$ cat config.mk
export PLATFORM = sky130hd
export DESIGN_NAME = div_unit
export DESIGN_NICKNAME = d
export VERILOG_FILES = /design/src/div_pkg.sv /design/src/div_operand_prep.sv /design/src/div_step_counter.sv /design/src/div_ctrl_fsm.sv /design/src/div_shift_subtract.sv /design/src/div_result_fix.sv /design/src/div_unit.sv
export VERILOG_INCLUDE_DIRS = /design/src
export SDC_FILE = /design/constraint.sdc
export NUM_CORES = 1
export LEC_CHECK = 0
export BUFFER_PORTS_ARGS = -buffer_cell sky130_fd_sc_hd__buf_2
export CORE_UTILIZATION = 45
export DETAILED_ROUTE_END_ITERATION = 10
export SYNTH_ARGS = -nofsm -noshare
export SYNTH_HDL_FRONTEND = slang
export SYNTH_SLANG_ARGS = --single-unit
export TNS_END_PERCENT = 20
$ cat constraint.sdc
create_clock -name clk -period 6.72 [get_ports clk]
set_input_delay 1.344 -clock clk [delete_from_list [all_inputs] [get_ports clk]]
set_output_delay 1.344 -clock clk [all_outputs]
set_load 0.01 [all_outputs]
$ cat src/div_params.svh
/* widths and op encodings of the divide unit
   op code bit 2 marks the 32-bit "w" forms, bit 1 remainder, bit 0 unsigned */
`ifndef DIV_PARAMS_SVH
`define DIV_PARAMS_SVH

// register width and the width of "w" operands
`define DIV_XLEN    64
`define DIV_HALF    32

// counter must be able to hold DIV_XLEN
`define DIV_CNT_W   7

// operation codes
`define DIV_OP_DIV      3'b000
`define DIV_OP_DIVU     3'b001
`define DIV_OP_REM      3'b010
`define DIV_OP_REMU     3'b011
`define DIV_OP_DIVW     3'b100
`define DIV_OP_DIVUW    3'b101
`define DIV_OP_REMW     3'b110
`define DIV_OP_REMUW    3'b111

`endif

$ cat src/div_pkg.sv
/* types shared by the divide unit stages
   enum code values are taken from div_params.svh */
`include "div_params.svh"

package div_pkg;

    // register value and iteration count
    typedef logic [`DIV_XLEN-1:0]  xword_t;
    typedef logic [`DIV_CNT_W-1:0] step_cnt_t;

    typedef enum logic [2:0] {
        op_div   = `DIV_OP_DIV,
        op_divu  = `DIV_OP_DIVU,
        op_rem   = `DIV_OP_REM,
        op_remu  = `DIV_OP_REMU,
        op_divw  = `DIV_OP_DIVW,
        op_divuw = `DIV_OP_DIVUW,
        op_remw  = `DIV_OP_REMW,
        op_remuw = `DIV_OP_REMUW
    } div_op_t;

    typedef enum logic [1:0] {
        st_idle = 2'd0,
        st_load = 2'd1,
        st_iter = 2'd2,
        st_fix  = 2'd3
    } div_state_t;

    // prepared operands, latched at start
    typedef struct packed {
        xword_t dvd_mag;
        xword_t dvs_mag;
        logic   quot_neg;
        logic   rem_neg;
        logic   div_zero;
        // extended dividend, the remainder on divide by zero
        xword_t dvd_orig;
        logic   word;
        logic   rem_sel;
    } div_prep_t;

    // unsigned results straight from the iteration
    typedef struct packed {
        xword_t quot;
        xword_t rem;
    } div_core_t;

endpackage

$ cat src/div_operand_prep.sv
/* operand stage of the divider, captures rs1/rs2 and op only on load_en
   "w" forms use the low 32 bits of each operand and ignore the rest */
`timescale 1ns/10ps
`include "div_params.svh"

module div_operand_prep (
    input  logic               clk,
    input  logic               arst_n,
    input  logic               load_en,
    input  div_pkg::div_op_t   op,
    input  div_pkg::xword_t    rs1,
    input  div_pkg::xword_t    rs2,
    output div_pkg::div_prep_t prep
);
    import div_pkg::*;

    logic      is_word;
    logic      is_signed;
    logic      is_rem;
    xword_t    dvd_ext;
    xword_t    dvs_ext;
    logic      dvd_neg;
    logic      dvs_neg;
    div_prep_t prep_next;

    // op decode
    assign is_word   = (op inside {op_divw, op_divuw, op_remw, op_remuw});
    assign is_signed = (op inside {op_div, op_rem, op_divw, op_remw});
    assign is_rem    = (op inside {op_rem, op_remu, op_remw, op_remuw});

    // narrow "w" operands, sign or zero extended by op
    always_comb begin
        if (is_word) begin
            dvd_ext = {{(`DIV_XLEN-`DIV_HALF){is_signed & rs1[`DIV_HALF-1]}},
                       rs1[`DIV_HALF-1:0]};
            dvs_ext = {{(`DIV_XLEN-`DIV_HALF){is_signed & rs2[`DIV_HALF-1]}},
                       rs2[`DIV_HALF-1:0]};
        end else begin
            dvd_ext = rs1;
            dvs_ext = rs2;
        end
    end

    // after extension bit 63 is the sign for both widths
    assign dvd_neg = is_signed & dvd_ext[`DIV_XLEN-1];
    assign dvs_neg = is_signed & dvs_ext[`DIV_XLEN-1];

    always_comb begin
        prep_next.dvd_mag  = dvd_neg ? (~dvd_ext + 1'b1) : dvd_ext;
        prep_next.dvs_mag  = dvs_neg ? (~dvs_ext + 1'b1) : dvs_ext;
        // quotient sign from the operand signs, remainder follows the dividend
        prep_next.quot_neg = dvd_neg ^ dvs_neg;
        prep_next.rem_neg  = dvd_neg;
        prep_next.div_zero = (dvs_ext == '0);
        prep_next.dvd_orig = dvd_ext;
        prep_next.word     = is_word;
        prep_next.rem_sel  = is_rem;
    end

    always_ff @(posedge clk or negedge arst_n) begin
        if (!arst_n) begin
            prep <= '0;
        end else if (load_en) begin
            prep <= prep_next;
        end
    end

endmodule

$ cat src/div_step_counter.sv
/* iteration counter of the divider, loads 64 or 32 and counts down
   last is high while one step remains */
`timescale 1ns/10ps
`include "div_params.svh"

module div_step_counter (
    input  logic clk,
    input  logic arst_n,
    input  logic load,
    input  logic step,
    input  logic word,
    output logic last
);
    import div_pkg::*;

    step_cnt_t count;

    // load wins over step, the sequencer never raises both
    always_ff @(posedge clk or negedge arst_n) begin
        if (!arst_n) begin
            count <= '0;
        end else if (load) begin
            count <= word ? step_cnt_t'(`DIV_HALF) : step_cnt_t'(`DIV_XLEN);
        end else if (step) begin
            count <= count - 1'b1;
        end
    end

    assign last = (count == step_cnt_t'(1));

    // sequencer must leave the iterate state on last
    a_no_underflow: assert property (
        @(posedge clk) disable iff (!arst_n)
        step |-> (count != '0)
    ) else $error("step counter decremented at zero");

endmodule

$ cat src/div_ctrl_fsm.sv
/* sequencer of the serial divider, one operation at a time
   start is taken only in idle, a start during an operation is dropped */
`timescale 1ns/10ps

module div_ctrl_fsm (
    input  logic clk,
    input  logic arst_n,
    input  logic start,
    input  logic last,
    output logic load_en,
    output logic init,
    output logic step,
    output logic fix_en,
    output logic busy,
    output logic done
);
    import div_pkg::*;

    div_state_t state;
    div_state_t state_next;

    always_comb begin
        state_next = state;
        case (state)
            st_idle: begin
                if (start) begin
                    state_next = st_load;
                end
            end
            st_load: begin
                state_next = st_iter;
            end
            st_iter: begin
                // last step of the count, go fix the signs
                if (last) begin
                    state_next = st_fix;
                end
            end
            st_fix: begin
                state_next = st_idle;
            end
            default: begin
                state_next = st_idle;
            end
        endcase
    end

    always_ff @(posedge clk or negedge arst_n) begin
        if (!arst_n) begin
            state <= st_idle;
            done  <= 1'b0;
        end else begin
            state <= state_next;
            // done lands with the registered result
            done  <= fix_en;
        end
    end

    // strobes to the stages
    assign load_en = (state == st_idle) && start;
    assign init    = (state == st_load);
    assign step    = (state == st_iter);
    assign fix_en  = (state == st_fix);
    assign busy    = (state != st_idle);

    a_done_pulse: assert property (
        @(posedge clk) disable iff (!arst_n)
        done |=> !done
    ) else $error("done held for more than one cycle");

    // iterate is entered only through load
    a_no_step_idle: assert property (
        @(posedge clk) disable iff (!arst_n)
        step |-> ($past(state) != st_idle)
    ) else $error("step issued right after idle");

endmodule

$ cat src/div_shift_subtract.sv
/* restoring shift-subtract core, one quotient bit per step on magnitudes only
   "w" dividends are pre-shifted so 32 steps leave the quotient in the low half */
`timescale 1ns/10ps
`include "div_params.svh"

module div_shift_subtract (
    input  logic               clk,
    input  logic               arst_n,
    input  logic               init,
    input  logic               step,
    input  div_pkg::div_prep_t prep,
    output div_pkg::div_core_t core
);
    import div_pkg::*;

    xword_t             rem_q;
    xword_t             quot_q;
    logic [`DIV_XLEN:0] trial;
    logic [`DIV_XLEN:0] diff;
    logic               fits;

    // remainder shifted left with the next dividend bit, one extra bit of headroom
    assign trial = {rem_q, quot_q[`DIV_XLEN-1]};
    assign diff  = trial - {1'b0, prep.dvs_mag};
    assign fits  = (trial >= {1'b0, prep.dvs_mag});

    always_ff @(posedge clk or negedge arst_n) begin
        if (!arst_n) begin
            rem_q  <= '0;
            quot_q <= '0;
        end else if (init) begin
            rem_q <= '0;
            // low half to the top for the 32-step forms
            if (prep.word) begin
                quot_q <= {prep.dvd_mag[`DIV_HALF-1:0],
                           {(`DIV_XLEN-`DIV_HALF){1'b0}}};
            end else begin
                quot_q <= prep.dvd_mag;
            end
        end else if (step) begin
            // restore by keeping the trial when the divisor does not fit
            if (fits) begin
                rem_q <= diff[`DIV_XLEN-1:0];
            end else begin
                rem_q <= trial[`DIV_XLEN-1:0];
            end
            quot_q <= {quot_q[`DIV_XLEN-2:0], fits};
        end
    end

    assign core.quot = quot_q;
    assign core.rem  = rem_q;

endmodule

$ cat src/div_result_fix.sv
/* result stage, applies signs and the divide-by-zero values on fix_en
   result holds until the next fix_en */
`timescale 1ns/10ps
`include "div_params.svh"

module div_result_fix (
    input  logic               clk,
    input  logic               arst_n,
    input  logic               fix_en,
    input  div_pkg::div_prep_t prep,
    input  div_pkg::div_core_t core,
    output div_pkg::xword_t    result
);
    import div_pkg::*;

    xword_t raw;
    logic   negate;
    xword_t signed_val;
    xword_t fixed_val;
    xword_t result_next;

    always_comb begin
        raw        = prep.rem_sel ? core.rem : core.quot;
        negate     = prep.rem_sel ? prep.rem_neg : prep.quot_neg;
        signed_val = negate ? (~raw + 1'b1) : raw;
        // x/0 gives all ones, x%0 gives the dividend back
        if (prep.div_zero) begin
            fixed_val = prep.rem_sel ? prep.dvd_orig : '1;
        end else begin
            // overflow case lands here too, magnitude 2^63 stays 2^63
            fixed_val = signed_val;
        end
    end

    // "w" results always sign-extended from bit 31
    always_comb begin
        if (prep.word) begin
            result_next = {{(`DIV_XLEN-`DIV_HALF){fixed_val[`DIV_HALF-1]}},
                           fixed_val[`DIV_HALF-1:0]};
        end else begin
            result_next = fixed_val;
        end
    end

    always_ff @(posedge clk or negedge arst_n) begin
        if (!arst_n) begin
            result <= '0;
        end else if (fix_en) begin
            result <= result_next;
        end
    end

endmodule

$ cat src/div_unit.sv
/* RV64 M-extension divide unit, start strobe in, done pulse out
   66 cycles start to done for full width, 34 for the "w" forms */
`timescale 1ns/10ps

module div_unit (
    input  logic             clk,
    input  logic             arst_n,
    input  logic             start,
    input  div_pkg::div_op_t op,
    input  div_pkg::xword_t  rs1,
    input  div_pkg::xword_t  rs2,
    output logic             busy,
    output logic             done,
    output div_pkg::xword_t  result
);
    import div_pkg::*;

    // sequencer strobes
    logic      load_en;
    logic      init;
    logic      step;
    logic      fix_en;
    logic      last;
    // stage payloads
    div_prep_t prep;
    div_core_t core;

    div_ctrl_fsm ctrl_inst (
        .clk     (clk),
        .arst_n  (arst_n),
        .start   (start),
        .last    (last),
        .load_en (load_en),
        .init    (init),
        .step    (step),
        .fix_en  (fix_en),
        .busy    (busy),
        .done    (done)
    );

    // counter loads on the same cycle the core initialises
    div_step_counter counter_inst (
        .clk    (clk),
        .arst_n (arst_n),
        .load   (init),
        .step   (step),
        .word   (prep.word),
        .last   (last)
    );

    div_operand_prep prep_inst (
        .clk     (clk),
        .arst_n  (arst_n),
        .load_en (load_en),
        .op      (op),
        .rs1     (rs1),
        .rs2     (rs2),
        .prep    (prep)
    );

    div_shift_subtract core_inst (
        .clk    (clk),
        .arst_n (arst_n),
        .init   (init),
        .step   (step),
        .prep   (prep),
        .core   (core)
    );

    div_result_fix fix_inst (
        .clk    (clk),
        .arst_n (arst_n),
        .fix_en (fix_en),
        .prep   (prep),
        .core   (core),
        .result (result)
    );

endmodule

Word-level counts from Yosys, hierarchy flattened

Cells that the tools add are included.

Output and inout bits: 66
Logic and storage cells: 72
Register bits after elaboration: 399
Input port bits: 134

Multiplexer cells: 22
Bitwise gates (word level): 8
Equality and inequality tests: 12
Reduce and logical (&&, ||, !) cells: 10
Add/sub/neg operators: 5
Order comparisons: 1

Operators by type and width:

| cell                                              | count |
|---|---|
| two-way mux 64 bit                                | 15 |
| adder 64 x 1 -> 64 bit (second input constant)    | 3 |
| inverter 64 bit                                   | 3 |
| greater-or-equal comparator 65 x 64 -> 1 bit      | 1 |
| logical NOT 64 bit                                | 1 |
| subtractor 64 bit                                 | 1 |
| two-way mux 7 bit                                 | 3 |
| == test 3 bit (second input constant)             | 4 |
| nonzero test 4 bit                                | 3 |
| case mux 2 bit (4 select lines)                   | 1 |
| == test 7 x 1 -> 1 bit (second input constant)    | 1 |
| subtractor 7 x 1 -> 7 bit (second input constant) | 1 |
| == test 3 x 2 -> 1 bit (second input constant)    | 2 |
| AND 1 bit                                         | 4 |
| == test 2 bit (second input constant)             | 2 |
| two-way mux 2 bit                                 | 2 |
| inequality test 2 bit (second input constant)     | 2 |
| nonzero test 2 bit                                | 2 |
| logical NOT 3 bit                                 | 1 |
| == test 2 x 1 -> 1 bit (second input constant)    | 1 |
| logical NOT 2 bit                                 | 1 |
| AND reduction 2 bit                               | 1 |
| logical AND 1 bit                                 | 1 |
| two-way mux 1 bit                                 | 1 |
| XOR 1 bit                                         | 1 |

Depth between registers and ports, before layout

Depth in word-level cells: 7
Gate-level depth with buffers: 20
Gate-level depth less buffers: 13

Modules after synthesis

A second synthesis with hierarchy kept.

Cells, all modules: 3355
Area total of the unflattened synthesis: 28760.1 sq um

Modules (own cells, without submodules):

| module             | times used | area each (sq um) | cells an instance | seq. area each (sq um) |
|---|---|---|---|---|
| div_operand_prep   | 1          | 11090.6           | 1209              | 4904.7 |
| div_shift_subtract | 1          | 10654.0           | 1306              | 3203.1 |
| div_result_fix     | 1          | 6433.7            | 787               | 1601.5 |
| div_step_counter   | 1          | 372.9             | 36                | 175.2 |
| div_ctrl_fsm       | 1          | 209.0             | 17                | 75.1 |

Worst setup path before layout

Ideal clock, no wire load.

Kind: reg-to-reg
Start: reg prep_inst.prep[0] (netlist name)
End: reg fix_inst.result[60]
Setup slack: 2587 ps
Stages on the path, launching flop included: 20
Path buffers: 10
Arrival: 4003 ps
Cell sequence: dfrtp_1 -> buf_2 -> buf_6 -> buf_6 -> buf_4 -> buf_6 -> buf_4 -> buf_2 -> buf_2 -> buf_2 -> buf_2 -> mux2i_1 -> ha_1 -> nand2_1 -> nor4_1 -> nand4_1 -> o41a_1 -> xnor2_1 -> o221ai_1 -> nand3_1

Cells in the longest elaborated chain, start to end: 6
Elaborated cells on any way between the ends: 8
Classes of those cells: add/sub (1); mux (6); bitwise (1)

RTL lines:

| what                   | RTL line             | text |
|---|---|---|
| two-way mux 64 bit     | div_result_fix.sv:23 | `raw = prep.rem_sel ? core.rem : core.quot;` |
| inverter 64 bit        | div_result_fix.sv:25 | `signed_val = negate ? (~raw + 1'b1) : raw;` |
| adder 64 x 1 -> 64 bit | div_result_fix.sv:25 |  |
| two-way mux 64 bit     | div_result_fix.sv:25 |  |
| two-way mux 64 bit *   | div_result_fix.sv:27 | `if (prep.div_zero) begin` |
| two-way mux 64 bit *   | div_result_fix.sv:37 | `if (prep.word) begin` |
| end signal, assigned   | div_result_fix.sv:49 | `result <= result_next;` |
| end, declared          | div_result_fix.sv:12 | `output div_pkg::xword_t result` |

Every way passes the cells marked *; elsewhere a longest branch is shown, timed or not.
A chain may end at the register's enable or synchronous reset.

Worst setup path after layout

Start: reg prep_inst.prep[0] (netlist name)
End: reg fix_inst.result[63]

Cells in the longest elaborated chain, start to end: 6
Elaborated cells on any way between the ends: 8
Classes of those cells: add/sub (1); mux (6); bitwise (1)

RTL lines:

| what                   | RTL line |
|---|---|
| two-way mux 64 bit     | div_result_fix.sv:23 |
| inverter 64 bit        | div_result_fix.sv:25 |
| adder 64 x 1 -> 64 bit | div_result_fix.sv:25 |
| two-way mux 64 bit     | div_result_fix.sv:25 |
| two-way mux 64 bit *   | div_result_fix.sv:27 |
| two-way mux 64 bit *   | div_result_fix.sv:37 |

Marks and branches as above.

==> flow_summary_export.csv <==
group,metric,value,unit
status,status,"finished, violations left",
status,violations,"design-rule violations",
sta,max-slew-margin-rel,14.3,%
floorplanning,coreArea,0.0592,mm²
critical_path,startpoint_type,"flop",
floorplanning,boundaryPins,200,
sta,grt_setup_unrepaired,"no",
synth,synth_top_cell_area_share,36.8,%
clocking,cts_htree_levels,2,
clocking,numClockSinks,398,
placement,place_ws,1900,ps
synth,yosys_warnings,0,
sta,layout_setup_ws,2040,ps
global_route,grt_overflow_total,0,
detailed_routing,route.layer.met1.wl,42300,µm
critical_path,worst_ep_arrival_time,5170,ps
detailed_routing,num_vias,25300,
sta,report.final.hold_viol_count,0,
cells_and_area,nets,3526,
clocking,cts_hold_buffers,0,
global_route,grt_pass1_wl,147000,µm
global_route,gr-usage-all-layers,31.5,%
floorplanning,die_h,247,µm
synth,post_synth_main_area_contributors,"sky130_fd_sc_hd__dfrtp_1, sky130_fd_sc_hd__nand2_1, sky130_fd_sc_hd__nor2_1",
synth,ys_dominant_reg_cell,"sky130_fd_sc_hd__dfrtp_1",
floorplanning,fp.dieArea,0.0611,mm²
sta,finalClockSkew,21.1,ps
cells_and_area,final-seq-area,0.00997,mm²
critical_path,series_of_cell_instances_along_the_critical_path,"buf_4 -> buf_4 -> nor3b_1 -> o22ai_1 -> and2b_1 -> and3_1 -> and2_1 -> and2_1 -> a41oi_1 -> xor2_1 -> o21ai_1 -> a221o_1",
synth,synth_seq_area_share,36.8,%
detailed_routing,via_per_inst,6.13,
critical_path,critPathKind,"reg -> reg",
synth,synth_edf_count,0,
pwr,leakage,13.3,nW
placement,dp_hpwl,72900,µm
sta,tns,0,ps
cells_and_area,num-fill-cells,5667,
placement,dpl_cell_area,0.0285,mm²
synth,synth_cells,3259,
clocking,ctsResizeCount,0,
floorplanning,placement_rows,89,
sta,worst_pin_slew,1280,ps
detailed_routing,wl_per_cell,23.5,µm
sta,drv_slew,0,
cells_and_area,final_cell_count_no_fill,4126,
detailed_routing,final_antenna_net_count,0,
run,cap_viol_max_count,0,
clocking,max-clock-path-buffers,3,
pwr,vdd_ir_drop_max,0.274,mV
global_route,grt_start_max_net_pins,154,
cells_and_area,multi_input_area,0.0157,mm²
clocking,cts_buffers,47,
critical_path,crit_path_top_delay_cell,"sky130_fd_sc_hd__dfrtp_4",
clocking,cts_root_buffer,"sky130_fd_sc_hd__clkbuf_16",
sta,post-route-min-period,4680,ps
global_route,via_count_of_the_first_global_routing_pass,23700,
cells_and_area,area_growth,11.4,%
sta,maxClockFrequency,214,MHz
synth,mappedNetlistArea,0.0270,mm²
detailed_routing,detailedRoute.firstIterationViolations,2442,
detailed_routing,total_wire_length,97000,µm
pwr,p_per_area,610,mW/mm²
synth,synthDominantAreaCellType,"sky130_fd_sc_hd__dfrtp_1",
synth,postSynthNetCount,3468,
detailed_routing,met3_wirelength,5930,µm
placement,gpl.final_weighted_congestion,1.01,
floorplanning,dieWidth,247,µm
cells_and_area,post_route_cell_area,0.0301,mm²
sta,final.period_utilization,69.6,%
clocking,latest_clock_arrival_within_the_worst_skew_pair,610,ps
detailed_routing,detail_route.drc_violations,2,
sta,report.final.setup_viol,0,
hold_path,holdCritPathClass,"reg -> reg",
detailed_routing,top_signal_layer_used,"met4",
critical_path,worstPathMaxFanout,75,
critical_path,timing.critical_path.to_type,"flop",
critical_path,crit_required,7210,ps
detailed_routing,drt_pass1_iterations,11,
placement,portBuffers,199,
synth,synth_async_sr_flop_share,100,%
clocking,tritoncts_clock_tree,"built",
global_route,antenna_violations_before_repair,0,
synth,yosysUniqueCellTypes,95,
placement,place_inst,4041,
synth,ys_ff_latch,398,
cells_and_area,layout-drive-gt1-share,11.0,%
synth,post_synth.cell_area_avg,8.30,µm²
cells_and_area,diodes,0,
detailed_routing,met2RoutedLength,46100,µm
clocking,postCtsSetupBuffers,0,
floorplanning,floorplan.initialDensity,45.6,%
clocking,path_clk_slew,60,ps
critical_path,critPathMaxStageDelay,970,ps
placed cells by master (no fill, tap or decap), types with 95 or more instances in the layout:
master / instances
sky130_fd_sc_hd__xor2_1: 95
sky130_fd_sc_hd__dfrtp_1: 395
sky130_fd_sc_hd__xnor2_1: 126
sky130_fd_sc_hd__inv_1: 139
sky130_fd_sc_hd__a21oi_1: 209
sky130_fd_sc_hd__mux2i_1: 120
sky130_fd_sc_hd__o21ai_0: 246
sky130_fd_sc_hd__buf_2: 198
sky130_fd_sc_hd__nand2_1: 397
sky130_fd_sc_hd__nor2_1: 331
logic make-up after synthesis:
logic type / synth area share (%)
adders and majority gates: 3.50
AOI/OAI and AO/OA: 24.0
xor gates and xnor gates: 7.16
and+or+nand+nor: 18.2
DFF: 36.8
buffers and inverters: 5.33
muxes: 4.98
report_power, final:
part | switching [mW] | leakage [nW] | internal [mW]
clock network | 1.12 | 0.806 | 1.65
logic | 6.65 | 7.61 | 4.03
registers | 1.34 | 4.91 | 3.59
total | 9.12 | 13.3 | 9.27
worst paths after layout:
check	from	to	slack, ps	cells after the start
worst max-delay path	prep_inst.prep[0]	fix_inst.result[63]	2040	12
worst min-delay path	prep_inst.prep[15]	prep_inst.prep[15]	480	2
worst max register to register	prep_inst.prep[0]	fix_inst.result[63]	2040	12
worst min register to register	prep_inst.prep[15]	prep_inst.prep[15]	480	2
max in group asynchronous	arst_n	prep_inst.prep[0]	4470	2
min in group asynchronous	arst_n	fix_inst.result[7]	640	1
cell type report:
class / count / share of cell area [%]
Clock inverter: 18 / 0.972
Clock buffer: 67 / 4.52
Tap cell: 773 / 3.21
Timing Repair Buffer: 231 / 4.30
Inverter: 141 / 1.77
Multi-Input combinational cell: 2498 / 52.1
Sequential cell: 398 / 33.1
Yosys cell counts, types with 11 or more instances:
library cell,count
sky130_fd_sc_hd__o211ai_1,11
sky130_fd_sc_hd__buf_2,22
sky130_fd_sc_hd__o221ai_1,66
sky130_fd_sc_hd__nor2b_1,21
sky130_fd_sc_hd__o2bb2ai_1,36
sky130_fd_sc_hd__a21oi_1,211
sky130_fd_sc_hd__o21ai_1,47
sky130_fd_sc_hd__o21ai_0,246
sky130_fd_sc_hd__a21o_1,78
sky130_fd_sc_hd__nand2b_1,33
sky130_fd_sc_hd__inv_1,140
sky130_fd_sc_hd__or3_1,21
sky130_fd_sc_hd__nand2_1,399
sky130_fd_sc_hd__xor2_1,95
sky130_fd_sc_hd__o22ai_1,21
sky130_fd_sc_hd__mux2i_1,121
sky130_fd_sc_hd__o21bai_1,12
sky130_fd_sc_hd__a211oi_1,38
sky130_fd_sc_hd__clkbuf_1,174
sky130_fd_sc_hd__and3_1,15
sky130_fd_sc_hd__mux2_2,12
sky130_fd_sc_hd__nand4_1,30
sky130_fd_sc_hd__a221oi_1,34
sky130_fd_sc_hd__and2_1,11
sky130_fd_sc_hd__nor3_1,55
sky130_fd_sc_hd__or4_1,13
sky130_fd_sc_hd__ha_1,74
sky130_fd_sc_hd__xnor2_1,126
sky130_fd_sc_hd__buf_1,17
sky130_fd_sc_hd__o31ai_1,21
sky130_fd_sc_hd__o41ai_1,14
sky130_fd_sc_hd__nor4_1,35
sky130_fd_sc_hd__nor2_1,334
sky130_fd_sc_hd__a31oi_1,48
sky130_fd_sc_hd__nand3_1,49
sky130_fd_sc_hd__dfrtp_1,398
sky130_fd_sc_hd__o21a_1,22
metal layers:
metal	track usage (%)	vias up
met5	0	-
met3	4.75	127
met1	43.2	12500
met4	9.01	0
met2	51.3	879
li1	-	11800
metrics by stage:
| step | hold slack (ps) | utilization (%) | total power [mW] |
|---|---|---|---|
| floorplan | 438 | - | 12.0 |
| global placement | 456 | 48.1 | 15.4 |
| detailed placement | 463 | 48.1 | 15.5 |
| CTS | 473 | 50.9 | 18.4 |
| global route | 490 | 50.9 | 19.7 |
| finish | 477 | 50.9 | 18.4 |
critical path: cells and delay by family (launching register included):
kind / cells / cell delay (ps)
and+or+nand+nor: 5 / 1510
buffers and inverters: 2 / 1020
DFF: 1 / 970
AOI/OAI and AO/OA: 4 / 880
xor gates and xnor gates: 1 / 160
sequential cells by signal, indices dropped and copies added (netlist names):
register and flops:
prep_inst.prep 196, core_inst.quot_q 64, core_inst.rem_q 64, fix_inst.result 64
counter_inst.count 7, ctrl_inst.state 2, ctrl_inst.done 1
Power figures use the tool's default switching activity.
